File: src/hdl/serial_bus_pkg.sv
package serial_bus_pkg;

    // bus widths
    localparam int DATA_WIDTH  = 32;
    localparam int ADDR_WIDTH  = 11;
    localparam int S_ID_WIDTH  = 2;
    localparam int START_WIDTH = 3;

    // start field of every header, all ones
    localparam logic [START_WIDTH-1:0] START_CODE = '1;

    // start + id + write + burst + address
    localparam int HDR_LEN = START_WIDTH + S_ID_WIDTH + 1 + 1 + ADDR_WIDTH;

    // largest value the bit counter must reach
    localparam int CNT_MAX       = (HDR_LEN > DATA_WIDTH) ? HDR_LEN : DATA_WIDTH;
    localparam int CNT_WIDTH     = $clog2(CNT_MAX + 1);

    typedef logic [DATA_WIDTH-1:0] data_word_t;
    typedef logic [ADDR_WIDTH-1:0] mem_addr_t;
    typedef logic [S_ID_WIDTH-1:0] slave_id_t;
    typedef logic [CNT_WIDTH-1:0]  bit_count_t;

    // fields in transmission order, first bit on the wire is start MSB
    typedef struct packed {
        logic [START_WIDTH-1:0] start;
        slave_id_t              id;
        logic                   write;
        logic                   burst;
        mem_addr_t              addr;
    } frame_hdr_t;

    typedef enum logic [2:0] {
        IDLE,
        HEADER,
        DECODE,
        RD_FETCH,
        RD_SHIFT,
        WR_SHIFT,
        WR_COMMIT
    } slave_state_t;

endpackage

File: src/hdl/data_shifter.sv
`timescale 1ns/100ps

module data_shifter (
    input  logic                       clk,
    input  logic                       rstN,
    input  logic                       wD,
    input  logic                       wr_shift,
    input  logic                       rd_load,
    input  logic                       rd_shift,
    input  serial_bus_pkg::data_word_t rd_word,
    output serial_bus_pkg::data_word_t wr_word,
    output logic                       rD
);

    localparam int W = serial_bus_pkg::DATA_WIDTH;

    // bits still waiting behind the one on rD
    serial_bus_pkg::data_word_t rd_reg;
    logic                       rd_bit;

    // write side, first bit received ends up as the MSB
    always_ff @(posedge clk) begin
        if (wr_shift) begin
            wr_word <= {wr_word[W-2:0], wD};
        end
    end

    // read side
    always_ff @(posedge clk or negedge rstN) begin
        if (!rstN) begin
            rd_reg <= '0;
            rd_bit <= 1'b0;
        end else if (rd_load) begin
            rd_bit <= rd_word[W-1];
            rd_reg <= {rd_word[W-2:0], 1'b0};
        end else if (rd_shift) begin
            rd_bit <= rd_reg[W-1];
            rd_reg <= {rd_reg[W-2:0], 1'b0};
        end
    end

    assign rD = rd_bit;

endmodule

File: config.mk
export PLATFORM = sky130hd
export DESIGN_NAME = data_shifter
export DESIGN_NICKNAME = d
export VERILOG_FILES = /design/src/hdl/serial_bus_pkg.sv /design/src/hdl/data_shifter.sv
export SDC_FILE = /design/constraint.sdc
export NUM_CORES = 1
export LEC_CHECK = 0
export ABC_CLOCK_PERIOD_IN_PS = 800
export BUFFER_PORTS_ARGS = -buffer_cell sky130_fd_sc_hd__buf_2
export CAP_MARGIN = 20
export CORE_MARGIN = 4
export CORE_UTILIZATION = 48
export CTS_BUF_LIST = sky130_fd_sc_hd__clkbuf_4
export CTS_CLUSTER_DIAMETER = 200
export CTS_CLUSTER_SIZE = 28
export DETAILED_ROUTE_END_ITERATION = 8
export PLACE_DENSITY_LB_ADDON = 0.08
export SLEW_MARGIN = 20
export SYNTH_ARGS = -nofsm -noshare
export SYNTH_HDL_FRONTEND = slang
export SYNTH_SLANG_ARGS = --single-unit
File: constraint.sdc
create_clock -name clk -period 0.8 [get_ports clk]
set_clock_uncertainty 0.15 [all_clocks]
set_input_delay 0.08 -clock clk [delete_from_list [all_inputs] [get_ports clk]]
set_output_delay 0.08 -clock clk [all_outputs]
set_load 0.05 [all_outputs]
Word level (Yosys, flattened, before mapping)
Index checks and enable logic that the tools add are counted. W data, S select, Z words.

RAM bits: 0. Register bits after elaboration: 65. Logic and storage cells: 8. Memories: 0. Bits in read-only memories: 0. Input bits: 38. Output and inout port bits: 33. Latch bits: 0.

Div/mod/pow operators: 0. Shift-type cells: 0. Reductions and logical operators: 1. Multipliers: 0. Bitwise gates (word level): 0. Add/subtract/negate cells: 0. Muxes and demuxes: 4. Eq/ne operators: 0. Order comparisons: 0.

Operators with widths (count): $mux W32 (2); $mux W1 (2); $reduce_bool A2 Y1 (1).

Logic depth before layout (Yosys ltp)
Word-level depth: 2. Gate-level depth with buffers: 4. Mapped depth without buffers: 2.

Worst setup path before layout
OpenSTA, ideal clock, no wires.

Path kind: reg-to-reg. Start: register rD (netlist name). End: register rd_bit (netlist: rD). Stages on the path, launching flop included: 3. Setup time: 0.083 ns. Arrival time: 0.853 ns. Clock period less this slack: 1.085 ns. Required time: 0.567 ns. Path buffers: 0. Path slack: -0.285 ns. Cells stage by stage: dfrtp_1 > mux2i_1 > o21ai_0.

RTL lines: end signal, assigned (RTL line data_shifter.sv:34) `rd_bit <= rd_word[W-1];`; end signal, assigned (RTL line data_shifter.sv:37) `rd_bit <= rd_reg[W-1];`; end, declared (RTL line data_shifter.sv:19) `logic rd_bit;`.

Final worst setup path
Start: register wr_word[25]. End: output port wr_word[25].

RTL lines: start, declared (RTL line data_shifter.sv:11) `output serial_bus_pkg::data_word_t wr_word,`; start signal, assigned (RTL line data_shifter.sv:24) `wr_word <= {wr_word[W-2:0], wD};`.

No word-level cell between the ends.

==> qor.csv <==
metric,value,unit
Adder-Cell Fraction of Synth Area,0,%
Area after DPL,2960,um^2
DRC Markers,0,
hold slack final,-0.0928,ns
max reg flops,32,
hold path startpoint,rd_load,
CTS Buffer Depth,2,
post-route cell area,3820,um^2
Post-Route Setup TNS,-18.50,ns
Mean Syn Cell Area,14.5,um^2
total congestion overflow,0,
drt wl/cell,14.0,um
DRT iter0 DRCs,61,
top routing layer used,met4,
Top delay family on crit path,flip-flops,
1st-pass router iterations,4,
clk sinks,64,
XOR/XNOR Fraction of Synth Area,0,%
Critical Path Source Type,flop,
Yosys top cell by area,edfxtp_1,
met2 wire length,2700,um
R2R setup slack,-0.17,ns
Hold/Removal Path Class,input pin to flop,
Vias/cell,4.65,
dpl ws,-0.190,ns
final count of hold timing violations,36,
Simple-Gate Fraction of Synth Area,5.10,%
Final WS setup,-0.439,ns
synthesized flop and latch total,64,
Port Buf Inserts,70,
Setup crit end kind,output port,
vias in the first global route,1829,
Die Y-Extent,79.8,um
maximum vdd drop,1.53,mV
failing checks,"hold timing, setup timing",
Yosys warnings,0,
Final nets,342,
Max Freq,807,MHz
crit-path cells,buf_6,
final setup vio count,95,
CP Data Required Time,0.57,ns
synth cell count leaders,"dfrtp_1 (32), edfxtp_1 (32), nand2_1 (32), mux2i_1 (31), o21ai_1 (27)",
TritonCTS Buffers,9,
relative slew slack,83.2,%
reg2reg end,wr_word[27],
Util after Layout,78.7,%
die width,79.8,um
Area contributors post-synth,"edfxtp_1 (39%), dfrtp_1 (32%), mux2i_1 (13%), o21ai_1 (5.5%), nand2_1 (4.9%)",
post-synth top area share,38.8,%
CTS H-tree depth,3,
pin count of the biggest net entering global routing,33,
Reg2Reg Depth,1,
RePlAce Congestion,0.698,
RSZ-0062 raised after global routing,true,
"Cell Area, Synth",2480,um^2
PwrDens,1910,nW/um^2
CP bufs+invs,1,
slowest CP cell,edfxtp_1,
Final Cycle Share,155,%
post-synthesis cell type count,11,
Worst-Skew Late Latency,0.38,ns
mux contribution to synthesized area,12.5,%
Post-DP HPWL,3020,um
post-synthesis sequential area ratio,71.1,%
Layout area overhead,54.2,%
status,"finished, violations left",
vias,1749,
WHS Endpoint,rd_reg[1],
largest fanout on the critical path,2,
routed wire length,5250,um
Die ar.,6370,um^2
"Primary FF master, synth",edfxtp_1,
Routed Antenna Nets,0,
Compound-Gate Fraction of Synth Area,6.92,%
Setup CP Type,flop to output port,
static leakage,1.75,nW
row count,25,
"FFs w/ async S/R, synth",50.0,%
first-pass GRT wire length,8660,um
Hold Path Cell Cnt,3,
Initial Util,51.1,%
Post-synth EDFFs,32,
"Reg clk slew, reported paths",0.10,ns
# diodes,0,
post-synthesis net count,209,
Fill cells,307,
Mapped Cells,171,
Tot GR Track Use,17.9,%
layout cells sized above 1,37.9,%
hold_buf cts,34,
number of max-cap violations,0,
Worst EP arrival,1.01,ns
largest family of logic cells by synthesized area,multiplexers,
CTS tree,built,
Routed met1 length,2250,um
minimum clock period,1.24,ns
Root Buffer,clkbuf_4,
antenna violations before repair,0,
max-slew violation count,0,
Worst-Margin Slew,0.252,ns
Ports,71,
core area,4850,um^2
routed wl met3,250,um
delay of the slowest critical-path stage,0.45,ns
Reg-to-Reg Start,wr_word[26],
[area by class of cell]
| class | count | area (um^2) | share of cell area (%) |
|---|---|---|---|
| repair buffers | 133 | 1230 | 32.3 |
| clock inverters | 5 | 47.5 | 1.25 |
| flip-flops and latches | 64 | 1760 | 46.2 |
| well taps | 67 | 83.8 | 2.20 |
| multi-input cells | 96 | 608 | 15.9 |
| clock buffers | 11 | 82.6 | 2.16 |
[how the worst max path moves through the flow]
stage | slack (ns) | startpoint | depth (start not counted) | end
global route | -0.51 | wr_word[25] | 1 | wr_word[25]
finish | -0.44 | wr_word[25] | 1 | wr_word[25]
global placement | -0.16 | rd_shift | 4 | rd_reg[23]
floorplan | -0.28 | wr_word[9] | 0 | wr_word[10]
detailed placement | -0.19 | rd_shift | 4 | rd_reg[21]
CTS | -0.44 | wr_word[13] | 1 | wr_word[13]
[layout by cell type (no fill, tap or decap)]
cell type / n
mux2i_1: 31
o21ai_1: 29
buf_12: 7
dfrtp_1: 31
buf_2: 37
clkinv_2: 2
o21ai_2: 3
edfxtp_1: 32
nand2b_1: 1
clkbuf_4: 11
buf_6: 41
buf_4: 14
nand2_1: 32
clkinv_1: 2
bufinv_16: 1
dlygate4sd3_1: 34
dfrtp_2: 1
[cell families after synthesis]
family,after synthesis
compound gates,32
flops,64
buf+inv,11
mux,31
simple gates,33
[routing by layer]
metal / vias to the layer above / track usage [%]
met2: 50 / 31.1
met4: 0 / 6.08
met3: 5 / 5.30
li1: 877 / -
met1: 817 / 21.1
met5: - / 0
[what timing repair did]
action                     in CTS  in global routing
hold endpoints to repair       97                 36
resized for setup              67                  8
cloned                          0                  0
setup endpoints to repair      78                 96
pin swaps                       0                  3
buffers inserted               15                 12
[through the flow]
stage	cells	total power [mW]
2_1_floorplan	171	4.62
3_3_place_gp	306	4.93
3_5_place_dp	306	4.97
4_1_cts	371	7.35
5_1_grt	376	7.66
6_report	376	7.31
[where the power goes]
| group | total (mW) | leakage, nW | internal [mW] | switching, mW |
|---|---|---|---|---|
| Combinational | 1.36 | 0.967 | 0.656 | 0.705 |
| Sequential | 3.90 | 0.702 | 3.74 | 0.159 |
| Clock | 2.05 | 0.0757 | 0.996 | 1.05 |
| Total | 7.31 | 1.75 | 5.39 | 1.92 |
No activity file was read; power rests on OpenSTA's default activity.
