[config.mk]
export PLATFORM = sky130hd
export DESIGN_NAME = header_deserializer
export DESIGN_NICKNAME = d
export VERILOG_FILES = /design/src/hdl/serial_bus_pkg.sv /design/src/hdl/header_deserializer.sv
export SDC_FILE = /design/constraint.sdc
export NUM_CORES = 1
export LEC_CHECK = 0
export ABC_CLOCK_PERIOD_IN_PS = 970
export BUFFER_PORTS_ARGS = -buffer_cell sky130_fd_sc_hd__buf_2
export CORE_MARGIN = 2
export CORE_UTILIZATION = 47
export DETAILED_ROUTE_END_ITERATION = 6
export PLACE_DENSITY = 0.74
export SLEW_MARGIN = 20
export SYNTH_ARGS = -nofsm -noshare
export SYNTH_HDL_FRONTEND = slang
export SYNTH_SLANG_ARGS = --single-unit
[constraint.sdc]
create_clock -name clk -period 0.97 [get_ports clk]
set_input_delay 0.1455 -clock clk [delete_from_list [all_inputs] [get_ports clk]]
set_output_delay 0.1455 -clock clk [all_outputs]
set_load 0.02 [all_outputs]
[src/hdl/serial_bus_pkg.sv]
package serial_bus_pkg;

    // bus widths
    localparam int DATA_WIDTH  = 32;
    localparam int ADDR_WIDTH  = 11;
    localparam int S_ID_WIDTH  = 2;
    localparam int START_WIDTH = 3;

    // start field of every header, all ones
    localparam logic [START_WIDTH-1:0] START_CODE = '1;

    // start + id + write + burst + address
    localparam int HDR_LEN = START_WIDTH + S_ID_WIDTH + 1 + 1 + ADDR_WIDTH;

    // largest value the bit counter must reach
    localparam int CNT_MAX       = (HDR_LEN > DATA_WIDTH) ? HDR_LEN : DATA_WIDTH;
    localparam int CNT_WIDTH     = $clog2(CNT_MAX + 1);

    typedef logic [DATA_WIDTH-1:0] data_word_t;
    typedef logic [ADDR_WIDTH-1:0] mem_addr_t;
    typedef logic [S_ID_WIDTH-1:0] slave_id_t;
    typedef logic [CNT_WIDTH-1:0]  bit_count_t;

    // fields in transmission order, first bit on the wire is start MSB
    typedef struct packed {
        logic [START_WIDTH-1:0] start;
        slave_id_t              id;
        logic                   write;
        logic                   burst;
        mem_addr_t              addr;
    } frame_hdr_t;

    typedef enum logic [2:0] {
        IDLE,
        HEADER,
        DECODE,
        RD_FETCH,
        RD_SHIFT,
        WR_SHIFT,
        WR_COMMIT
    } slave_state_t;

endpackage

[src/hdl/header_deserializer.sv]
`timescale 1ns/100ps

module header_deserializer #(
    parameter serial_bus_pkg::slave_id_t SLAVE_ID = 1
) (
    input  logic                       clk,
    input  logic                       rstN,
    input  logic                       control,
    input  logic                       hdr_shift,
    output serial_bus_pkg::frame_hdr_t hdr,
    output logic                       hdr_match
);

    logic [serial_bus_pkg::HDR_LEN-1:0] hdr_bits;

    // msb first, so new bits enter at bit 0
    always_ff @(posedge clk or negedge rstN) begin
        if (!rstN) begin
            hdr_bits <= '0;
        end else if (hdr_shift) begin
            hdr_bits <= {hdr_bits[serial_bus_pkg::HDR_LEN-2:0], control};
        end
    end

    assign hdr = serial_bus_pkg::frame_hdr_t'(hdr_bits);

    // frame is ours only with a clean start code and our id
    assign hdr_match = (hdr.start == serial_bus_pkg::START_CODE) && (hdr.id == SLAVE_ID);

endmodule

# Word-level counts from Yosys, hierarchy flattened
# Cells that the tools add are included.
# word_totals
ff_bits	18
input_bits	4
out_inout_bits	19
word_cells	4
# classes
eq_ne	2
reduce_logical	1
# op_table
operator	count
$eq A3 B3 Y1 const B	1
$eq A2 B1 Y1 const B	1
$logic_and A1 B1 Y1	1

# Depth between registers and ports, before layout
# depth
depth_word	2
mapped_depth	3
mapped_depth_nobuf	2

# Worst setup path before layout
# Ideal clock, no wire load.
# synth_path
path_kind	register -> output
startpoint	register hdr_bits (netlist bit hdr[13])
endpoint	output port hdr_match
arrival_ps	1253
t_required_ps	824
setup_slack_ps	-428
path_stages_with_launch	3
cell_sequence	dfrtp_1 nand2_1 nor4bb_1
# synth_via
elab_chain_len	2
# synth_rtl
element	line	rtl
start: declaration	header_deserializer.sv:14	logic [serial_bus_pkg::HDR_LEN-1:0] hdr_bits;
start signal: assignment	header_deserializer.sv:21	hdr_bits <= {hdr_bits[serial_bus_pkg::HDR_LEN-2:0], control};
$eq A2 B1 Y1	header_deserializer.sv:28	assign hdr_match = (hdr.start == serial_bus_pkg::START_CODE) && (hdr.id == SLAVE_ID);
$logic_and A1 B1 Y1	header_deserializer.sv:28	
end: declaration	header_deserializer.sv:11	output logic hdr_match
# No other way between the ends.

# Final worst setup path
# Same ends and word-level chain as after synthesis.

==> out/metrics.yaml <==
timing:
  timing.final.hold_violations: 0
  rsz0062_at_grt: "yes"
  final.period_utilization_pct: 136.2
  final_max_slew_viols: 0
  report.final.setup_viol: 23
  worst_pin_slew_ns: 0.3802
  fin_worst_skew_ns: 0.005987
  maxSlewHeadroom_pct: 74.65
  timing_limited_maximum_frequency_mhz: 757.1
  layout_min_cycle_time_ns: 1.321
  final.setup.worst_slack_ns: -0.3508
routing:
  detail_route.vias_per_cell: 4.892
  post-route-drc-count: 0
  drtPass1Iterations: 3
  drt_iter0_markers: 4
  dr_total_vias: 499
  wire_per_inst_um: 14.22
  drt_antenna_net_count: 0
  routed_wl_um: 1450
synthesis:
  postSynthRegisterBits: 18
  portion_of_the_post_synthesis_area_used_by_sequential_elements_pct: 61.22
  ys_top_cells_by_area: "sky130_fd_sc_hd__dfrtp_1, sky130_fd_sc_hd__mux2_4, sky130_fd_sc_hd__mux2_2"
  syn_avg_cell_area_um2: 18.39
  synthMostInstantiatedCell: "sky130_fd_sc_hd__dfrtp_1"
  yosys_most_used_dff: "sky130_fd_sc_hd__dfrtp_1"
  post_synth_inst_count: 40
  synth_nets: 44
  synth_area_um2: 735.7
  yosysWarnings: 0
  synth.distinct_cells: 7
  yosys.area.top_type: "sky130_fd_sc_hd__dfrtp_1"
  count_of_flip_flops_with_a_built_in_enable_after_synthesis: 0
  yosys_top_cell_area_share_pct: 61.22
  synth_async_sr_flop_share_pct: 100.0
  post_synth_most_frequent_cells: "sky130_fd_sc_hd__dfrtp_1, sky130_fd_sc_hd__mux2_4, sky130_fd_sc_hd__mux2_2"
global_routing:
  number_of_antenna_violations_at_the_first_check_in_global_routing: 0
  pin_count_of_the_biggest_net_entering_global_routing: 19
  grt_pass1_vias: 542
  overall_fraction_of_global_route_tracks_in_use_pct: 18.19
  overflow: 0
  global_route_wire_length_before_repair_um: 2525
final_layout:
  area.growth.synth_to_final_pct: 63.10
  final_layout_size_suffix_gt1_share_pct: 81.40
  nNetsFinal: 91
  final_design_area_excluding_fillers_um2: 1200
  layout.cells.non_filler: 102
  antenna_cells_inserted: 0
  largest_register_ffs: 18
place:
  io_buffer_count: 22
  dpl.cell_count: 82
  post-place-ws_ns: -0.03558
  globalplace.congestion: 0.6756
  dpl-instance-area_um2: 913.4
  dp_hpwl_um: 828.3
worst_setup_path:
  critical_path.max_stage_delay_ns: 0.39
  critical_path.endpoint_type: "output port"
  critical-path-top-delay-family: "flip-flops"
  timing.critical_path.fanout_max: 2
  worst_ep_required_ns: 0.82
  timing.critical_path.arrival_ns: 1.18
  path_class: "reg2out"
  worst_path_buf_inv: 1
  cp-start-kind: "flop"
  path_cells: "nand2_2, nor4bb_4, buf_4"
  critical-path-slowest-cell: "sky130_fd_sc_hd__dfrtp_2"
floorplan:
  die-area_um2: 1898
  placeable_area_um2: 1489
  die_w_um: 43.57
  floorplan.rows: 14
  floorplan.initialDensity_pct: 49.41
  fp.dieH_um: 43.57
  design.portCount: 23
cts:
  cts.sink_count: 18
  worstSkewPairLatency_ns: 0.30
  cts-root-to-sink-buffers: 2
  cts_tree: "yes"
  cts_root_buffer_type: "sky130_fd_sc_hd__clkbuf_4"
  cts_buffers: 3
  cts.clk_slew.worst_paths_ns: 0.11
  cts_max_level: 1
power:
  design_power_total_w: 0.003992
  cellPowerDensity_nw_per_um2: 3327
  power.leakage_nw: 0.6069
  power.ir.vdd_worst_uv: 2071
outcome:
  run_status: "finished with violations"
  violated_checks: "setup timing"
flow_run:
  timing.max_cap.violations: 0
min_path:
  hold_path.class: "in2reg"
-- per-stage QoR --
step | util (%) | TNS [ns] | hold WS [ns]
after floorplan | - | -0.08933 | -0.1501
after global placement | 61.34 | -0.02680 | 0.08913
after detailed placement | 61.34 | -0.03558 | 0.09122
after CTS | 78.32 | -1.554 | 0.07620
after global routing | 80.59 | -2.700 | 0.07897
final | 80.59 | -1.799 | 0.08083
-- report_power, final --
part	internal, W	leakage (nW)	switching, W
clock	0.000229	0.0210	0.000242
sequential	0.00106	0.212	0.000233
combinational	0.00139	0.374	0.000839
-- path summary, 6_finish.rpt --
check | from | to | slack, ns | cells past startpoint
worst min-delay path | control | hdr[0] | 0.08 | 2
worst min register to register | hdr[16] | hdr[16] | 0.57 | 1
worst max-delay path | hdr[13] | hdr_match | -0.35 | 3
worst max register to register | hdr[14] | hdr[14] | -0.06 | 3
max in group asynchronous | rstN | hdr[15] | 0.39 | 2
min in group asynchronous | rstN | hdr[11] | 0.28 | 2
-- layout make-up --
| class | count | area [µm²] |
|---|---|---|
| Sequential cell | 18 | 454.2 |
| Timing Repair Buffer | 44 | 414.1 |
| Fill cell | 91 | 289.0 |
| Multi-Input combinational cell | 20 | 275.3 |
| Clock buffer | 4 | 36.28 |
| Tap cell | 16 | 20.02 |
-- worst reg2reg max path: stages, from the launching register on --
cell and delay [ns]:
sky130_fd_sc_hd__dfrtp_1 0.42, sky130_fd_sc_hd__buf_4 0.15, sky130_fd_sc_hd__buf_6 0.11, sky130_fd_sc_hd__mux2_4 0.25
-- timing repair --
action	4_1_cts	5_1_grt
setup buffers	12	4
pin swaps	2	0
setup endpoints to repair	19	21
hold endpoints to repair	18	0
gates resized for setup	37	4
hold buffers	1	0
-- logic make-up (layout without fill, tap and decap cells) --
kind of cell / Yosys count / count (layout) / synth area share, %
multiplexers: 18 / 18 / 32.65
flip-flops: 18 / 18 / 61.22
AND/OR/NAND/NOR: 2 / 2 / 1.870
buffers and inverters: 2 / 48 / 4.252
-- cells in the final DEF, fill, tap and decap left out --
master,n
sky130_fd_sc_hd__buf_6,21
sky130_fd_sc_hd__buf_4,17
sky130_fd_sc_hd__dfrtp_1,15
sky130_fd_sc_hd__mux2_4,11
sky130_fd_sc_hd__mux2_2,7
sky130_fd_sc_hd__buf_2,4
sky130_fd_sc_hd__clkbuf_4,3
sky130_fd_sc_hd__dfrtp_2,3
sky130_fd_sc_hd__nand2_2,1
sky130_fd_sc_hd__nor4bb_4,1
sky130_fd_sc_hd__clkbuf_8,1
sky130_fd_sc_hd__dlygate4sd3_1,1
sky130_fd_sc_hd__buf_12,1
-- metal layers --
metal	part of all wire, %	GRT usage (%)	vias to the layer above
li1	-	-	233
met1	42	23.58	246
met2	51	29.41	18
met3	5.8	4.167	2
met4	1.2	7.273	0
met5	0	0	-
(Power assumes the default switching activity.)
