### src/hdl/serial_bus_pkg.sv
package serial_bus_pkg;

    // bus widths
    localparam int DATA_WIDTH  = 32;
    localparam int ADDR_WIDTH  = 11;
    localparam int S_ID_WIDTH  = 2;
    localparam int START_WIDTH = 3;

    // start field of every header, all ones
    localparam logic [START_WIDTH-1:0] START_CODE = '1;

    // start + id + write + burst + address
    localparam int HDR_LEN = START_WIDTH + S_ID_WIDTH + 1 + 1 + ADDR_WIDTH;

    // largest value the bit counter must reach
    localparam int CNT_MAX       = (HDR_LEN > DATA_WIDTH) ? HDR_LEN : DATA_WIDTH;
    localparam int CNT_WIDTH     = $clog2(CNT_MAX + 1);

    typedef logic [DATA_WIDTH-1:0] data_word_t;
    typedef logic [ADDR_WIDTH-1:0] mem_addr_t;
    typedef logic [S_ID_WIDTH-1:0] slave_id_t;
    typedef logic [CNT_WIDTH-1:0]  bit_count_t;

    // fields in transmission order, first bit on the wire is start MSB
    typedef struct packed {
        logic [START_WIDTH-1:0] start;
        slave_id_t              id;
        logic                   write;
        logic                   burst;
        mem_addr_t              addr;
    } frame_hdr_t;

    typedef enum logic [2:0] {
        IDLE,
        HEADER,
        DECODE,
        RD_FETCH,
        RD_SHIFT,
        WR_SHIFT,
        WR_COMMIT
    } slave_state_t;

endpackage

### src/hdl/slave_bit_counter.sv
`timescale 1ns/100ps

module slave_bit_counter (
    input  logic clk,
    input  logic rstN,
    input  logic cnt_clear,
    input  logic cnt_step,
    input  logic cnt_mode,
    output logic count_done
);

    serial_bus_pkg::bit_count_t count;
    serial_bus_pkg::bit_count_t limit;

    // mode 0 counts header bits, mode 1 data bits
    assign limit = cnt_mode ? serial_bus_pkg::bit_count_t'(serial_bus_pkg::DATA_WIDTH)
                            : serial_bus_pkg::bit_count_t'(serial_bus_pkg::HDR_LEN);

    // high on the step that brings the count to the limit
    assign count_done = cnt_step && (count == limit - 1'b1);

    always_ff @(posedge clk or negedge rstN) begin
        if (!rstN) begin
            count <= '0;
        end else if (cnt_clear) begin
            count <= '0;
        end else if (cnt_step) begin
            count <= count + 1'b1;
        end
    end

endmodule

### config.mk
export PLATFORM = sky130hd
export DESIGN_NAME = slave_bit_counter
export DESIGN_NICKNAME = d
export VERILOG_FILES = /design/src/hdl/serial_bus_pkg.sv /design/src/hdl/slave_bit_counter.sv
export SDC_FILE = /design/constraint.sdc
export NUM_CORES = 1
export LEC_CHECK = 0
export BUFFER_PORTS_ARGS = -buffer_cell sky130_fd_sc_hd__buf_2
export CAP_MARGIN = 15
export CORE_AREA = 2 2 39 41
export DETAILED_ROUTE_END_ITERATION = 6
export DIE_AREA = 0 0 41 43
export GPL_ROUTABILITY_DRIVEN = 0
export PLACE_DENSITY_LB_ADDON = 0.15
export SLEW_MARGIN = 5
export SYNTH_ARGS = -nofsm -noshare
export SYNTH_HDL_FRONTEND = slang
export SYNTH_SLANG_ARGS = --single-unit
### constraint.sdc
create_clock -name clk -period 2.6 [get_ports clk]
set_input_delay 0.13 -clock clk [delete_from_list [all_inputs] [get_ports clk]]
set_output_delay 0.13 -clock clk [all_outputs]
set_load 0.01 [all_outputs]
# ---- Word-level counts from Yosys, hierarchy flattened
# Index checks and enable logic that the tools add are counted.
# Widths: inputs -> output; s select.
dict set report classes {
  addsub 2
  mul 0
  div_mod_pow 0
  n_lt_le_gt_ge 0
  n_eq_ne 1
  shifts 0
  mux 3
  bitwise 0
  reduce_logical 2
}
# cell count
set ops {}
lappend ops {{$mux 6} 3}
lappend ops {{$add 6x1->6 const B} 1}
lappend ops {{$eq 6x6->1} 1}
lappend ops {{$sub 6x1->6 const B} 1}
lappend ops {{$reduce_bool 2->1} 1}
lappend ops {{$logic_and 1x1->1} 1}
dict set report totals {
  regBits 6
  latch_bits 0
  ramBits 0
  romBits 0
  in_bits 5
  output_inout_bits 1
  elab_cells 9
  mem_count 0
}

# ---- Logic depth before layout (Yosys ltp)
dict set report depth {
  depth_word 4
  mapped_depth 4
  depth_no_buf 4
}

# ---- Least setup slack after synthesis
# Ideal clock, no wire load.
dict set report synth_path {
  kind {reg-to-output}
  start {reg count[1]}
  end {out count_done}
  arrival_ns 1.230
  t_required_ns 2.470
  setup_slack_ns 1.240
  stages_incl_launch_ff 3
  path_buffers 0
  cell_sequence {dfrtp_1 -> or4_1 -> a211oi_2}
}
dict set report synth_between {
  elab_chain_len 2
}
# element line
set synth_rtl {}
lappend synth_rtl {{start, declared} slave_bit_counter.sv:12} ;# serial_bus_pkg::bit_count_t count;
lappend synth_rtl {{start signal, assigned} slave_bit_counter.sv:28} ;# count <= count + 1'b1;
lappend synth_rtl {{$eq 6x6->1} slave_bit_counter.sv:20} ;# assign count_done = cnt_step && (count == limit - 1'b1);
lappend synth_rtl {{$logic_and 1x1->1} slave_bit_counter.sv:20}
lappend synth_rtl {{end, declared} slave_bit_counter.sv:9} ;# output logic count_done
# Every way passes these cells.

# ---- Final worst setup path
# Same ends and word-level chain as after synthesis.

==> results.env <==
OUTCOME='complete, no violations'
SYNTH_CELL_TYPES=15
PLACED_AREA_UM2=340
FIN_NETS=45
CLOCK-ROOT-BUFFER='sky130_fd_sc_hd__clkbuf_4'
IO_BUFFERS=5
TOTAL_LENGTH_OF_ROUTED_WIRES_UM=566
NUMCTSBUFFERS=3
FIRST_PASS_ITERS=4
SYNTHXORXNORAREAFRAC_PCT=11.7
POSTSYNTHCELLCOUNT=29
CTS_TREE='built'
POSTCTSSETUPREPAIRBUFS=0
MAX_FLOP_REGISTER='count'
FINAL-HOLD-VIOLATION-COUNT=0
FINCLKSKEW_NS=0.00344
POST_DRT_VIA_CELL_RATIO=4.60
FINALSETUPVIOLATIONS=0
TIMING_WORST_SETUP_PATH_TYPE='reg2out'
NETLIST_AREA_UM2=300
TIMING_WORST_SLEW_PIN_VALUE_NS=0.188
SYNTH_NETS=35
HPWL_AFTER_DETAILED_PLACEMENT_UM=414
SYNTH_COMPOUND_AREA_SHARE_PCT=7.50
SYNTH_AREA_PER_CELL_UM2=10.4
SYNTH-SEQ-AREA-SHARE_PCT=50.0
P_LEAK_nW=0.168
VIA_COUNT=244
REG.LARGEST.LIST='count: 6 flops'
TIMING.FINAL.CRIT_PERIOD_NS=1.73
WORSTREGTOREGCELLS=3
ANTENNA_LEFT=0
ANTENNA_FOUND_INITIAL=0
ANTENNA_CELLS_INSERTED=0
CLK_LATENCY_NS=0.25
GRT_UTIL_ALL_LAYERS_PCT=8.79
POST-ROUTE-CELL-AREA_UM2=373
GRT_SETUP_UNREPAIRED='false'
PERIOD_SHARE_PCT=66.6
CRIT_FANOUT=6
TRITONCTS_NUM_SINKS=6
DIE-AREA_UM2=1760
CORE_AREA_UM2=1380
MAX_CAP_VIOLATIONS=0
HOLDPATHSTAGES=2
COMBINATIONAL_FAMILY_WITH_THE_MOST_AREA_AFTER_SYNTHESIS='simple AND/OR/NAND/NOR gates'
NUMBER_OF_PRIMARY_I_O_PINS=6
CLOCKBUFFERDEPTH=2
POWER.DENSITY_CELL_AREA_nW_PER_UM2=559
MAXIMUM_NUMBER_OF_PINS_ON_ONE_NET_BEFORE_GLOBAL_ROUTE_REPAIR=7
GLOBALROUTEOVERFLOWTOTAL=0
DIEWIDTH_UM=41
TIMING.HOLD.WORST.CLASS='in2reg'
AREA_GROWTH_PCT=24.2
SYNTH_SEQ_CELLS=6
FINAL_MAX_SLEW_VIOL_COUNT=0
LARGEST_REGISTER_FF_COUNT=6
START_UTIL_PCT=21.7
DRC_MARKER_COUNT_FROM_THE_FIRST_DETAILED_ROUTE_ITERATION=3
DIE_H_UM=43
ENDPOINT_KIND='output pin'
SETUP_TNS_NS=0
MAXCLOCKFREQUENCY_MHz=577
SYNTH_FA_HA_AREA_SHARE_PCT=4.17
CP-START-KIND='flop'
GRT_PASS1_VIAS=214
PLACEMENTROWS=14
WORSTPATHARRIVAL_NS=1.60
MUXSHAREOFSYNTHAREA_PCT=3.33
DRT_DRC=0
CRITPATHREQUIREDTIME_NS=2.47
CTS.HTREE.LEVELS=1
DRT-WIRELENGTH-PER-CELL_UM=10.7
IRDROPWORSTVDD_V=0.000185
GRT_FIRST_PASS_WIRELENGTH_UM=924
POST-ROUTE-UTIL_PCT=26.9
LAYOUT-DRIVE-GT1-SHARE_PCT=24.3
YS.WARNINGS.COUNT=0
FIN_HOLD_WS_NS=0.113
POST_SYNTH_AND_OR_NAND_NOR_AREA_FRACTION_PCT=21.7
SLEW_HEADROOM_PCT=87.5
CTS.REPORTEDPATHS.CLKPINSLEW_NS=0.05
==> layout make-up <==
type	instances	area, µm²
Multi-Input combinational cell	22	145
Clock buffer	3	22.5
Fill cell	159	1010
Sequential cell	6	150
Timing Repair Buffer	6	35.0
Tap cell	16	20.0
==> report_power, final <==
group / internal [mW] / switching, mW / total, mW
Clock: 0.0524 / 0.0370 / 0.0894
Combinational: 0.00846 / 0.00889 / 0.0173
Sequential: 0.0969 / 0.00459 / 0.101
==> cell families (layout without fill, tap and decap cells) <==
kind of cell	Yosys count	after routing
AOI/OAI and AO/OA	3	3
xor gates and xnor gates	4	4
adders and majority gates	1	1
buffers and inverters	1	9
DFF	6	6
muxes	1	1
and+or+nand+nor	13	13
==> repair_timing <==
action / 4_1_cts / 5_1_grt
endpoints found under the hold margin: 6 / 0
gates resized for setup: 0 / 0
hold buffers: 1 / 0
==> Yosys cell counts <==
cell type / count / area share [%]
sky130_fd_sc_hd__a211oi_2: 1 / 4.2
sky130_fd_sc_hd__a21oi_1: 1 / 1.7
sky130_fd_sc_hd__buf_2: 1 / 1.7
sky130_fd_sc_hd__dfrtp_1: 6 / 50
sky130_fd_sc_hd__ha_1: 1 / 4.2
sky130_fd_sc_hd__mux2i_1: 1 / 3.3
sky130_fd_sc_hd__nand2_1: 1 / 1.2
sky130_fd_sc_hd__nand3_1: 2 / 3.3
sky130_fd_sc_hd__nand4_1: 3 / 6.3
sky130_fd_sc_hd__nor2_1: 5 / 6.3
sky130_fd_sc_hd__o21ai_0: 1 / 1.7
sky130_fd_sc_hd__or3_1: 1 / 2.1
sky130_fd_sc_hd__or4_1: 1 / 2.5
sky130_fd_sc_hd__xnor2_1: 1 / 2.9
sky130_fd_sc_hd__xor2_1: 3 / 8.8
==> placed cells by master, fill, tap and decap left out, drive strengths merged <==
cell	Yosys	final
dfrtp	6	6
nor2	5	5
buf	1	5
nand4	3	3
xor2	3	3
clkbuf	0	3
nand3	2	2
or4	1	1
a211oi	1	1
nand2	1	1
o21ai	1	1
or3	1	1
a21oi	1	1
mux2i	1	1
xnor2	1	1
ha	1	1
dlygate4sd3	0	1
==> worst max-delay path, cell delays in order (launching register included) <==
cell,delay [ns]
sky130_fd_sc_hd__dfrtp_1,0.43
sky130_fd_sc_hd__or4_1,0.55
sky130_fd_sc_hd__a211oi_2,0.22
sky130_fd_sc_hd__buf_2,0.15
==> worst paths after layout <==
kind	from	endpoint	slack, ns
worst max-delay path	count[1]$_DFFE_PN0P_	count_done	0.87
worst min-delay path	cnt_clear	count[5]$_DFFE_PN0P_	0.11
worst max register to register	count[2]$_DFFE_PN0P_	count[5]$_DFFE_PN0P_	1.49
worst min register to register	count[4]$_DFFE_PN0P_	count[4]$_DFFE_PN0P_	0.55
max in group asynchronous	rstN	count[4]$_DFFE_PN0P_	2.22
min in group asynchronous	rstN	count[1]$_DFFE_PN0P_	0.23
==> metal layers <==
layer | routed length [µm] | GRT usage [%] | vias to the layer above
met5 | 0 | 0 | -
met4 | 10 | 8.00 | 0
met3 | 41 | 6.28 | 2
met2 | 242 | 9.38 | 8
met1 | 272 | 10.8 | 113
li1 | - | - | 121
==> through the flow <==
stage               power [mW]  setup WS, ns  std cells
global placement         0.119          1.13         49
global route             0.220         0.804         53
detailed placement       0.120          1.13         49
finish                   0.208         0.868         53
floorplan                0.112          1.24         29
CTS                      0.213         0.854         53
No activity file was read; power rests on OpenSTA's default activity.
