<file path="config.mk">
export PLATFORM = sky130hd
export DESIGN_NAME = slave_frame_fsm
export DESIGN_NICKNAME = d
export VERILOG_FILES = /design/src/hdl/serial_bus_pkg.sv /design/src/hdl/slave_frame_fsm.sv
export SDC_FILE = /design/constraint.sdc
export NUM_CORES = 1
export LEC_CHECK = 0
export BUFFER_PORTS_ARGS = -buffer_cell sky130_fd_sc_hd__clkbuf_2
export CAP_MARGIN = 20
export CORE_AREA = 2 2 39 41
export CTS_CLUSTER_DIAMETER = 150
export DETAILED_ROUTE_END_ITERATION = 7
export DIE_AREA = 0 0 41 43
export PLACE_DENSITY = 0.63
export SYNTH_ARGS = -nofsm -noshare
export SYNTH_HDL_FRONTEND = slang
export SYNTH_SLANG_ARGS = --single-unit
</file>
<file path="constraint.sdc">
create_clock -name clk -period 2.04 [get_ports clk]
set_clock_uncertainty 0.2 [all_clocks]
set_input_delay 0.204 -clock clk [delete_from_list [all_inputs] [get_ports clk]]
set_output_delay 0.204 -clock clk [all_outputs]
set_load 0.01 [all_outputs]
</file>
<file path="src/hdl/serial_bus_pkg.sv">
package serial_bus_pkg;

    // bus widths
    localparam int DATA_WIDTH  = 32;
    localparam int ADDR_WIDTH  = 11;
    localparam int S_ID_WIDTH  = 2;
    localparam int START_WIDTH = 3;

    // start field of every header, all ones
    localparam logic [START_WIDTH-1:0] START_CODE = '1;

    // start + id + write + burst + address
    localparam int HDR_LEN = START_WIDTH + S_ID_WIDTH + 1 + 1 + ADDR_WIDTH;

    // largest value the bit counter must reach
    localparam int CNT_MAX       = (HDR_LEN > DATA_WIDTH) ? HDR_LEN : DATA_WIDTH;
    localparam int CNT_WIDTH     = $clog2(CNT_MAX + 1);

    typedef logic [DATA_WIDTH-1:0] data_word_t;
    typedef logic [ADDR_WIDTH-1:0] mem_addr_t;
    typedef logic [S_ID_WIDTH-1:0] slave_id_t;
    typedef logic [CNT_WIDTH-1:0]  bit_count_t;

    // fields in transmission order, first bit on the wire is start MSB
    typedef struct packed {
        logic [START_WIDTH-1:0] start;
        slave_id_t              id;
        logic                   write;
        logic                   burst;
        mem_addr_t              addr;
    } frame_hdr_t;

    typedef enum logic [2:0] {
        IDLE,
        HEADER,
        DECODE,
        RD_FETCH,
        RD_SHIFT,
        WR_SHIFT,
        WR_COMMIT
    } slave_state_t;

endpackage

</file>
<file path="src/hdl/slave_frame_fsm.sv">
`timescale 1ns/100ps

module slave_frame_fsm (
    input  logic                      clk,
    input  logic                      rstN,
    input  logic                      control,
    input  logic                      valid,
    input  logic                      last,
    input  logic                      count_done,
    input  logic                      hdr_match,
    input  serial_bus_pkg::frame_hdr_t hdr,
    output logic                      ready,
    output logic                      hdr_shift,
    output logic                      cnt_clear,
    output logic                      cnt_step,
    output logic                      cnt_mode,
    output logic                      addr_load,
    output logic                      addr_step,
    output logic                      mem_read,
    output logic                      mem_write,
    output logic                      rd_load,
    output logic                      rd_shift,
    output logic                      wr_shift
);

    serial_bus_pkg::slave_state_t state_q;
    serial_bus_pkg::slave_state_t state_d;

    // last seen somewhere in the current burst word
    logic last_seen;
    logic rd_final;
    logic wr_final;

    // a read word also ends on last in its own final bit cycle
    assign rd_final = !hdr.burst || last_seen || last;
    assign wr_final = !hdr.burst || last_seen;

    // high while the master may move bits
    assign ready = (state_q == serial_bus_pkg::IDLE)     ||
                   (state_q == serial_bus_pkg::HEADER)   ||
                   (state_q == serial_bus_pkg::RD_SHIFT) ||
                   (state_q == serial_bus_pkg::WR_SHIFT);

    always_ff @(posedge clk or negedge rstN) begin
        if (!rstN) begin
            state_q <= serial_bus_pkg::IDLE;
        end else begin
            state_q <= state_d;
        end
    end

    always_ff @(posedge clk or negedge rstN) begin
        if (!rstN) begin
            last_seen <= 1'b0;
        end else if (state_q == serial_bus_pkg::DECODE   ||
                     state_q == serial_bus_pkg::RD_FETCH ||
                     state_q == serial_bus_pkg::WR_COMMIT) begin
            last_seen <= 1'b0;
        end else if ((state_q == serial_bus_pkg::RD_SHIFT ||
                      state_q == serial_bus_pkg::WR_SHIFT) && last) begin
            last_seen <= 1'b1;
        end
    end

    always_comb begin
        state_d   = state_q;
        hdr_shift = 1'b0;
        cnt_clear = 1'b0;
        cnt_step  = 1'b0;
        cnt_mode  = 1'b1;
        addr_load = 1'b0;
        addr_step = 1'b0;
        mem_read  = 1'b0;
        mem_write = 1'b0;
        rd_load   = 1'b0;
        rd_shift  = 1'b0;
        wr_shift  = 1'b0;
        case (state_q)
            serial_bus_pkg::IDLE: begin
                cnt_mode = 1'b0;
                // first header bit is the start code MSB
                if (control) begin
                    hdr_shift = 1'b1;
                    cnt_step  = 1'b1;
                    state_d   = serial_bus_pkg::HEADER;
                end
            end
            serial_bus_pkg::HEADER: begin
                cnt_mode  = 1'b0;
                hdr_shift = 1'b1;
                cnt_step  = 1'b1;
                if (count_done) begin
                    state_d = serial_bus_pkg::DECODE;
                end
            end
            serial_bus_pkg::DECODE: begin
                cnt_clear = 1'b1;
                if (!hdr_match) begin
                    state_d = serial_bus_pkg::IDLE;
                end else if (hdr.write) begin
                    addr_load = 1'b1;
                    state_d   = serial_bus_pkg::WR_SHIFT;
                end else begin
                    // read straight from the header address
                    addr_load = 1'b1;
                    mem_read  = 1'b1;
                    state_d   = serial_bus_pkg::RD_FETCH;
                end
            end
            serial_bus_pkg::RD_FETCH: begin
                cnt_clear = 1'b1;
                rd_load   = 1'b1;
                state_d   = serial_bus_pkg::RD_SHIFT;
            end
            serial_bus_pkg::RD_SHIFT: begin
                rd_shift = 1'b1;
                cnt_step = 1'b1;
                if (count_done) begin
                    cnt_clear = 1'b1;
                    if (rd_final) begin
                        state_d = serial_bus_pkg::IDLE;
                    end else begin
                        // prefetch next word for the fetch cycle
                        addr_step = 1'b1;
                        mem_read  = 1'b1;
                        state_d   = serial_bus_pkg::RD_FETCH;
                    end
                end
            end
            serial_bus_pkg::WR_SHIFT: begin
                wr_shift = valid;
                cnt_step = valid;
                if (count_done) begin
                    state_d = serial_bus_pkg::WR_COMMIT;
                end
            end
            serial_bus_pkg::WR_COMMIT: begin
                mem_write = 1'b1;
                cnt_clear = 1'b1;
                if (wr_final) begin
                    state_d = serial_bus_pkg::IDLE;
                end else begin
                    addr_step = 1'b1;
                    state_d   = serial_bus_pkg::WR_SHIFT;
                end
            end
            default: begin
                state_d = serial_bus_pkg::IDLE;
            end
        endcase
    end

endmodule

</file>
# --- Word level (Yosys, flattened, before mapping) ---
# Cells that the tools add are included.
classes:
  n_eq_ne: 10
  mux: 30
  reduce_logical: 16
ops:
  columns: ["op", "count"]
  rows:
  - ["two-way mux 3 bit", 7]
  - ["case mux 3 bit (7 select lines)", 1]
  - ["two-way mux 1 bit", 16]
  - ["equality test 3 bit (second input constant)", 3]
  - ["logical OR 1 bit", 8]
  - ["!= test 2 bit (second input constant)", 4]
  - ["case mux 1 bit (2 select lines)", 4]
  - ["equality test 3 x 2 -> 1 bit (second input constant)", 2]
  - ["AND reduction 4 bit", 1]
  - ["OR reduction 2 bit", 2]
  - ["equality test 3 x 1 -> 1 bit (second input constant)", 1]
  - ["zero test 3 bit", 1]
  - ["case mux 1 bit (3 select lines)", 1]
  - ["OR reduction 3 bit", 1]
  - ["two-way mux 2 bit", 1]
  - ["nonzero test 2 bit", 1]
  - ["logical AND 1 bit", 1]
  - ["zero test 1 bit", 1]
word_totals:
  regBits: 4
  in_bits: 25
  out_inout_bits: 12
  elab_cells: 58

# --- Logic depth before layout (Yosys ltp) ---
logic_depth:
  word_depth: 6
  ltp_mapped: 4
  depth_no_buf: 3

# --- Worst setup path before layout ---
# Ideal clock, no wire load.
synth_path:
  path_type: "register to output"
  start: "reg state_q[1]"
  end: "out mem_read"
  arrival_time_ns: 1.269
  required_time_ns: 1.636
  slack_ns: 0.367
  path_stages_with_launch: 4
  n_path_buf: 2
  cell_sequence: "dfrtp_1 > clkbuf_1 > clkbuf_1 > o41ai_1"
synth_between:
  elab_chain_len: 2
  elab_cells_between_ends: 3
  cone_classes: "eq/ne (2); mux (1)"
synth_rtl:
  columns: ["element", "line_no", "text"]
  rows:
  - ["from (decl)", "slave_frame_fsm.sv:26", "serial_bus_pkg::slave_state_t state_q;"]
  - ["from (signal assigned)", "slave_frame_fsm.sv:46", "state_q <= serial_bus_pkg::IDLE;"]
  - ["from (signal assigned)", "slave_frame_fsm.sv:48", "state_q <= state_d;"]
  - ["equality test 3 bit / equality test 3 x 2 -> 1 bit (equally long branches)", "slave_frame_fsm.sv:78", "case (state_q)"]
  - ["case mux 1 bit (2 select lines) *", "slave_frame_fsm.sv:78", null]
  - ["to (decl)", "slave_frame_fsm.sv:19", "output logic mem_read,"]
# Mark *: on every way between the ends. The rest lies on a longest branch, timed or not.

# --- Worst setup path in the final report ---
layout_path:
  start: "reg state_q[2]"
  end: "out mem_read"
# The elaborated chain is that of the path after synthesis.

==> impl_metrics.xml <==
<?xml version="1.0" encoding="UTF-8"?>
<metrics>
  <group name="outcome">
    <metric name="outcome" unit="">finished, final reports clean</metric>
  </group>
  <group name="logic_synthesis">
    <metric name="synth-edff-count" unit="">0</metric>
    <metric name="yosys_register_bits" unit="">4</metric>
    <metric name="yosys.area.top_type" unit="">sky130_fd_sc_hd__dfrtp_1</metric>
    <metric name="leading_post_synthesis_cells_by_cell_area" unit="">sky130_fd_sc_hd__dfrtp_1 26%, sky130_fd_sc_hd__o21ai_0 6.5%, sky130_fd_sc_hd__nor2_1 5.8%, sky130_fd_sc_hd__nor3b_1 5.8%, sky130_fd_sc_hd__nor3_1 5.2%</metric>
    <metric name="syn_avg_cell_area" unit="sq um">7.27</metric>
    <metric name="synthesis.yosys.warnings" unit="">0</metric>
    <metric name="synth-main-ff-cell" unit="">sky130_fd_sc_hd__dfrtp_1</metric>
    <metric name="synth_common_cells" unit="">6 x sky130_fd_sc_hd__nor2_1, 5 x sky130_fd_sc_hd__o21ai_0</metric>
    <metric name="postSynthNetCount" unit="">78</metric>
    <metric name="post-synth-top-count-cell" unit="">sky130_fd_sc_hd__nor2_1</metric>
    <metric name="yosys.cell_types.count" unit="">25</metric>
    <metric name="post_synth_inst_count" unit="">53</metric>
    <metric name="portion_of_synthesized_cell_area_occupied_by_the_leading_cell_type" unit="%">26.0</metric>
    <metric name="async_flop_share" unit="%">100</metric>
    <metric name="synthesis.area" unit="sq um">385</metric>
    <metric name="synth_seq_area_share" unit="%">26.0</metric>
  </group>
  <group name="worst_hold_path">
    <metric name="hold_class" unit="">input port to asynchronous set/reset pin</metric>
  </group>
  <group name="critical_path">
    <metric name="worst-endpoint-arrival" unit="ns">1.54</metric>
    <metric name="critPathBufInv" unit="">1</metric>
    <metric name="critical_path.cell_chain" unit="">or2_4 -&gt; or3_1 -&gt; o41ai_1 -&gt; clkbuf_2</metric>
    <metric name="worst_setup_path_startpoint" unit="">state_q[2]</metric>
    <metric name="critical_path.reg2reg.endpoint" unit="">state_q[1]</metric>
    <metric name="cp_slowest_stage_delay" unit="ns">0.39</metric>
    <metric name="critical_path_required" unit="ns">1.64</metric>
    <metric name="ff2ff_path_depth" unit="">3</metric>
    <metric name="setup.worst_path.class" unit="">register to output port</metric>
    <metric name="worstReg2RegStart" unit="">state_q[2]</metric>
    <metric name="endpoint_kind" unit="">output port</metric>
    <metric name="ff2ff_setup_slack" unit="ns">0.39</metric>
    <metric name="path_max_fanout" unit="">5</metric>
    <metric name="cp_top_family" unit="">simple AND/OR/NAND/NOR gates</metric>
    <metric name="critical_path.startpoint_type" unit="">register</metric>
    <metric name="cpMaxStageDelayCell" unit="">sky130_fd_sc_hd__or3_1</metric>
  </group>
  <group name="finish">
    <metric name="area_growth_syn_to_layout" unit="%">41.6</metric>
    <metric name="fraction_of_layout_cells_with_a_size_suffix_above_1" unit="%">38.2</metric>
    <metric name="fin_area" unit="sq um">546</metric>
    <metric name="layout.nets" unit="">103</metric>
    <metric name="diodes" unit="">0</metric>
  </group>
  <group name="pwr">
    <metric name="power.internal" unit="mW">0.394</metric>
    <metric name="clock_power_share" unit="%">13.9</metric>
    <metric name="switchingPower" unit="mW">0.311</metric>
    <metric name="total_leakage_power" unit="nW">0.265</metric>
    <metric name="share_comb_of_total_power" unit="%">64.9</metric>
    <metric name="p_sw_share" unit="%">44.2</metric>
    <metric name="vdd_ir_drop_max" unit="uV">439</metric>
    <metric name="power-per-cell-area" unit="nW/um^2">1290</metric>
    <metric name="share_seq_of_total_power" unit="%">21.2</metric>
  </group>
  <group name="sta">
    <metric name="min_period_over_period" unit="%">95.4</metric>
    <metric name="worst_slew_pin_slew" unit="ns">0.313</metric>
    <metric name="grt_setup_unrepaired" unit="">false</metric>
    <metric name="max_freq" unit="GHz">0.514</metric>
    <metric name="slew_violations" unit="">0</metric>
    <metric name="worst_hold_slack" unit="ns">0.0995</metric>
    <metric name="fin_crit" unit="ns">1.95</metric>
    <metric name="slew-limit-headroom" unit="%">78.9</metric>
    <metric name="setup_total_negative_slack" unit="ns">0</metric>
    <metric name="setup_viol_count_final" unit="">0</metric>
    <metric name="post-route-worst-setup-slack" unit="ns">0.0934</metric>
    <metric name="timing_hold_violations_final" unit="">0</metric>
  </group>
  <group name="global_route">
    <metric name="grt_most_used_layer" unit="">met1</metric>
    <metric name="number_of_antenna_violations_at_the_first_check_in_global_routing" unit="">0</metric>
    <metric name="gr-usage-met1" unit="%">21.7</metric>
    <metric name="grt.met3_usage" unit="%">3.14</metric>
    <metric name="grt_pass1_wl" unit="um">1770</metric>
    <metric name="globalRouteOverflowTotal" unit="">0</metric>
    <metric name="via_count_of_the_first_global_routing_pass" unit="">410</metric>
    <metric name="grt_max_degree" unit="">16</metric>
    <metric name="global_route.usage.met2" unit="%">18.4</metric>
    <metric name="globalRouteTotalUtil" unit="%">14.8</metric>
  </group>
  <group name="die">
    <metric name="fp.dieArea" unit="sq um">1760</metric>
    <metric name="fp-row-count" unit="">14</metric>
    <metric name="die_y" unit="um">43</metric>
    <metric name="number_of_top_level_pins" unit="">37</metric>
    <metric name="initial_core_util" unit="%">27.8</metric>
    <metric name="floorplan.die.width" unit="um">41</metric>
    <metric name="standard_cell_core_area" unit="sq um">1380</metric>
  </group>
  <group name="clock_network">
    <metric name="postCtsResizedCells" unit="">0</metric>
    <metric name="insertion_delay" unit="ns">0.23</metric>
    <metric name="ctsRootBufferMaster" unit="">sky130_fd_sc_hd__clkbuf_4</metric>
    <metric name="clkSlewWorstSetupHoldPaths" unit="ns">0.04</metric>
    <metric name="cts.sink_count" unit="">4</metric>
    <metric name="h-tree-depth" unit="">1</metric>
    <metric name="clk_path_buf_depth" unit="">2</metric>
    <metric name="num_cts_buffers" unit="">3</metric>
    <metric name="cts.repair_timing.setup_buffer_count" unit="">0</metric>
    <metric name="cts_tree" unit="">done</metric>
  </group>
  <group name="drt">
    <metric name="drc" unit="">0</metric>
    <metric name="avgViaCountPerCell" unit="">5.28</metric>
    <metric name="detail_route.wirelength" unit="um">1050</metric>
    <metric name="routedWlPerCell" unit="um">11.4</metric>
    <metric name="1st_iter_drt_viols" unit="">13</metric>
    <metric name="drtAntennaViolNets" unit="">0</metric>
    <metric name="total_iterations_of_the_first_detailed_routing_run" unit="">4</metric>
    <metric name="num_vias" unit="">486</metric>
  </group>
  <group name="place">
    <metric name="post_dp_cell_area" unit="sq um">513</metric>
    <metric name="io_buf_count" unit="">20</metric>
    <metric name="gp_congestion" unit="">0.801</metric>
    <metric name="preCtsSetupSlack" unit="ns">0.353</metric>
    <metric name="place_hpwl" unit="um">787</metric>
  </group>
  <group name="flow_run">
    <metric name="max_capacitance_violation_count" unit="">0</metric>
  </group>
</metrics>
==> flip-flops by register name, indices dropped and copies added (netlist names) <==
| register | cells |
|---|---|
| last_seen | 1 |
| state_q | 3 |
==> worst max-delay path by stage <==
stage,slack (ns),end,depth (start not counted)
after floorplan,0.37,mem_read,3
after global placement,0.34,mem_read,4
after detailed placement,0.35,mem_read,4
after CTS,0.09,mem_read,4
after global routing,0.01,mem_read,4
final,0.09,mem_read,4
==> per-layer routing <==
metal  part of all wire, %  vias up  wire length, um
met5                     0        -                0
met4                     0        0                0
met3                   6.8        0               71
met2                    49       19              517
met1                    44      223              458
li1                      -      244                -
==> power groups by stage <==
| stage | Clock, mW | Combinational (mW) | Sequential (mW) |
|---|---|---|---|
| 2_1_floorplan | 0 | 0.312 | 0.143 |
| 3_3_place_gp | 0 | 0.455 | 0.149 |
| 3_5_place_dp | 0 | 0.458 | 0.150 |
| 4_1_cts | 0.0996 | 0.460 | 0.149 |
| 5_1_grt | 0.106 | 0.507 | 0.159 |
| 6_report | 0.0977 | 0.458 | 0.150 |
==> placed cells by master, fill, tap and decap left out, types with 2 or more instances in the layout <==
cell,synthesis,final
sky130_fd_sc_hd__nand2_1,4,4
sky130_fd_sc_hd__nor2_1,6,6
sky130_fd_sc_hd__a21oi_1,3,3
sky130_fd_sc_hd__o21ai_0,5,5
sky130_fd_sc_hd__a311oi_1,2,2
sky130_fd_sc_hd__inv_1,3,3
sky130_fd_sc_hd__buf_4,0,3
sky130_fd_sc_hd__nor3b_1,3,3
sky130_fd_sc_hd__nor3_1,4,4
sky130_fd_sc_hd__dfrtp_1,4,4
sky130_fd_sc_hd__clkbuf_2,0,20
sky130_fd_sc_hd__clkbuf_4,0,3
==> cells by family after synthesis <==
| family | synth area share, % |
|---|---|
| simple gates | 39.0 |
| flops | 26.0 |
| buf+inv | 6.82 |
| compound gates | 28.2 |
==> through the flow <==
step / utilization, % / power, mW / std cells
finish: 39.4 / 0.705 / 92
global route: 39.4 / 0.773 / 92
CTS: 39.4 / 0.709 / 92
detailed placement: 37.1 / 0.608 / 88
global placement: 37.1 / 0.605 / 88
floorplan: - / 0.455 / 53
==> cell type report <==
| cell class | instances | area (sq um) |
|---|---|---|
| Clock buffer | 3 | 22.5 |
| Fill cell | 148 | 838 |
| Inverter | 3 | 11.3 |
| Multi-Input combinational cell | 42 | 259 |
| Sequential cell | 4 | 100 |
| Tap cell | 16 | 20.0 |
| Timing Repair Buffer | 24 | 133 |
==> timing repair <==
action,4_1_cts,5_1_grt
endpoints found under the hold margin,4,0
hold buffers,1,0
setup endpoints to repair,0,0
(Power assumes the default switching activity.)
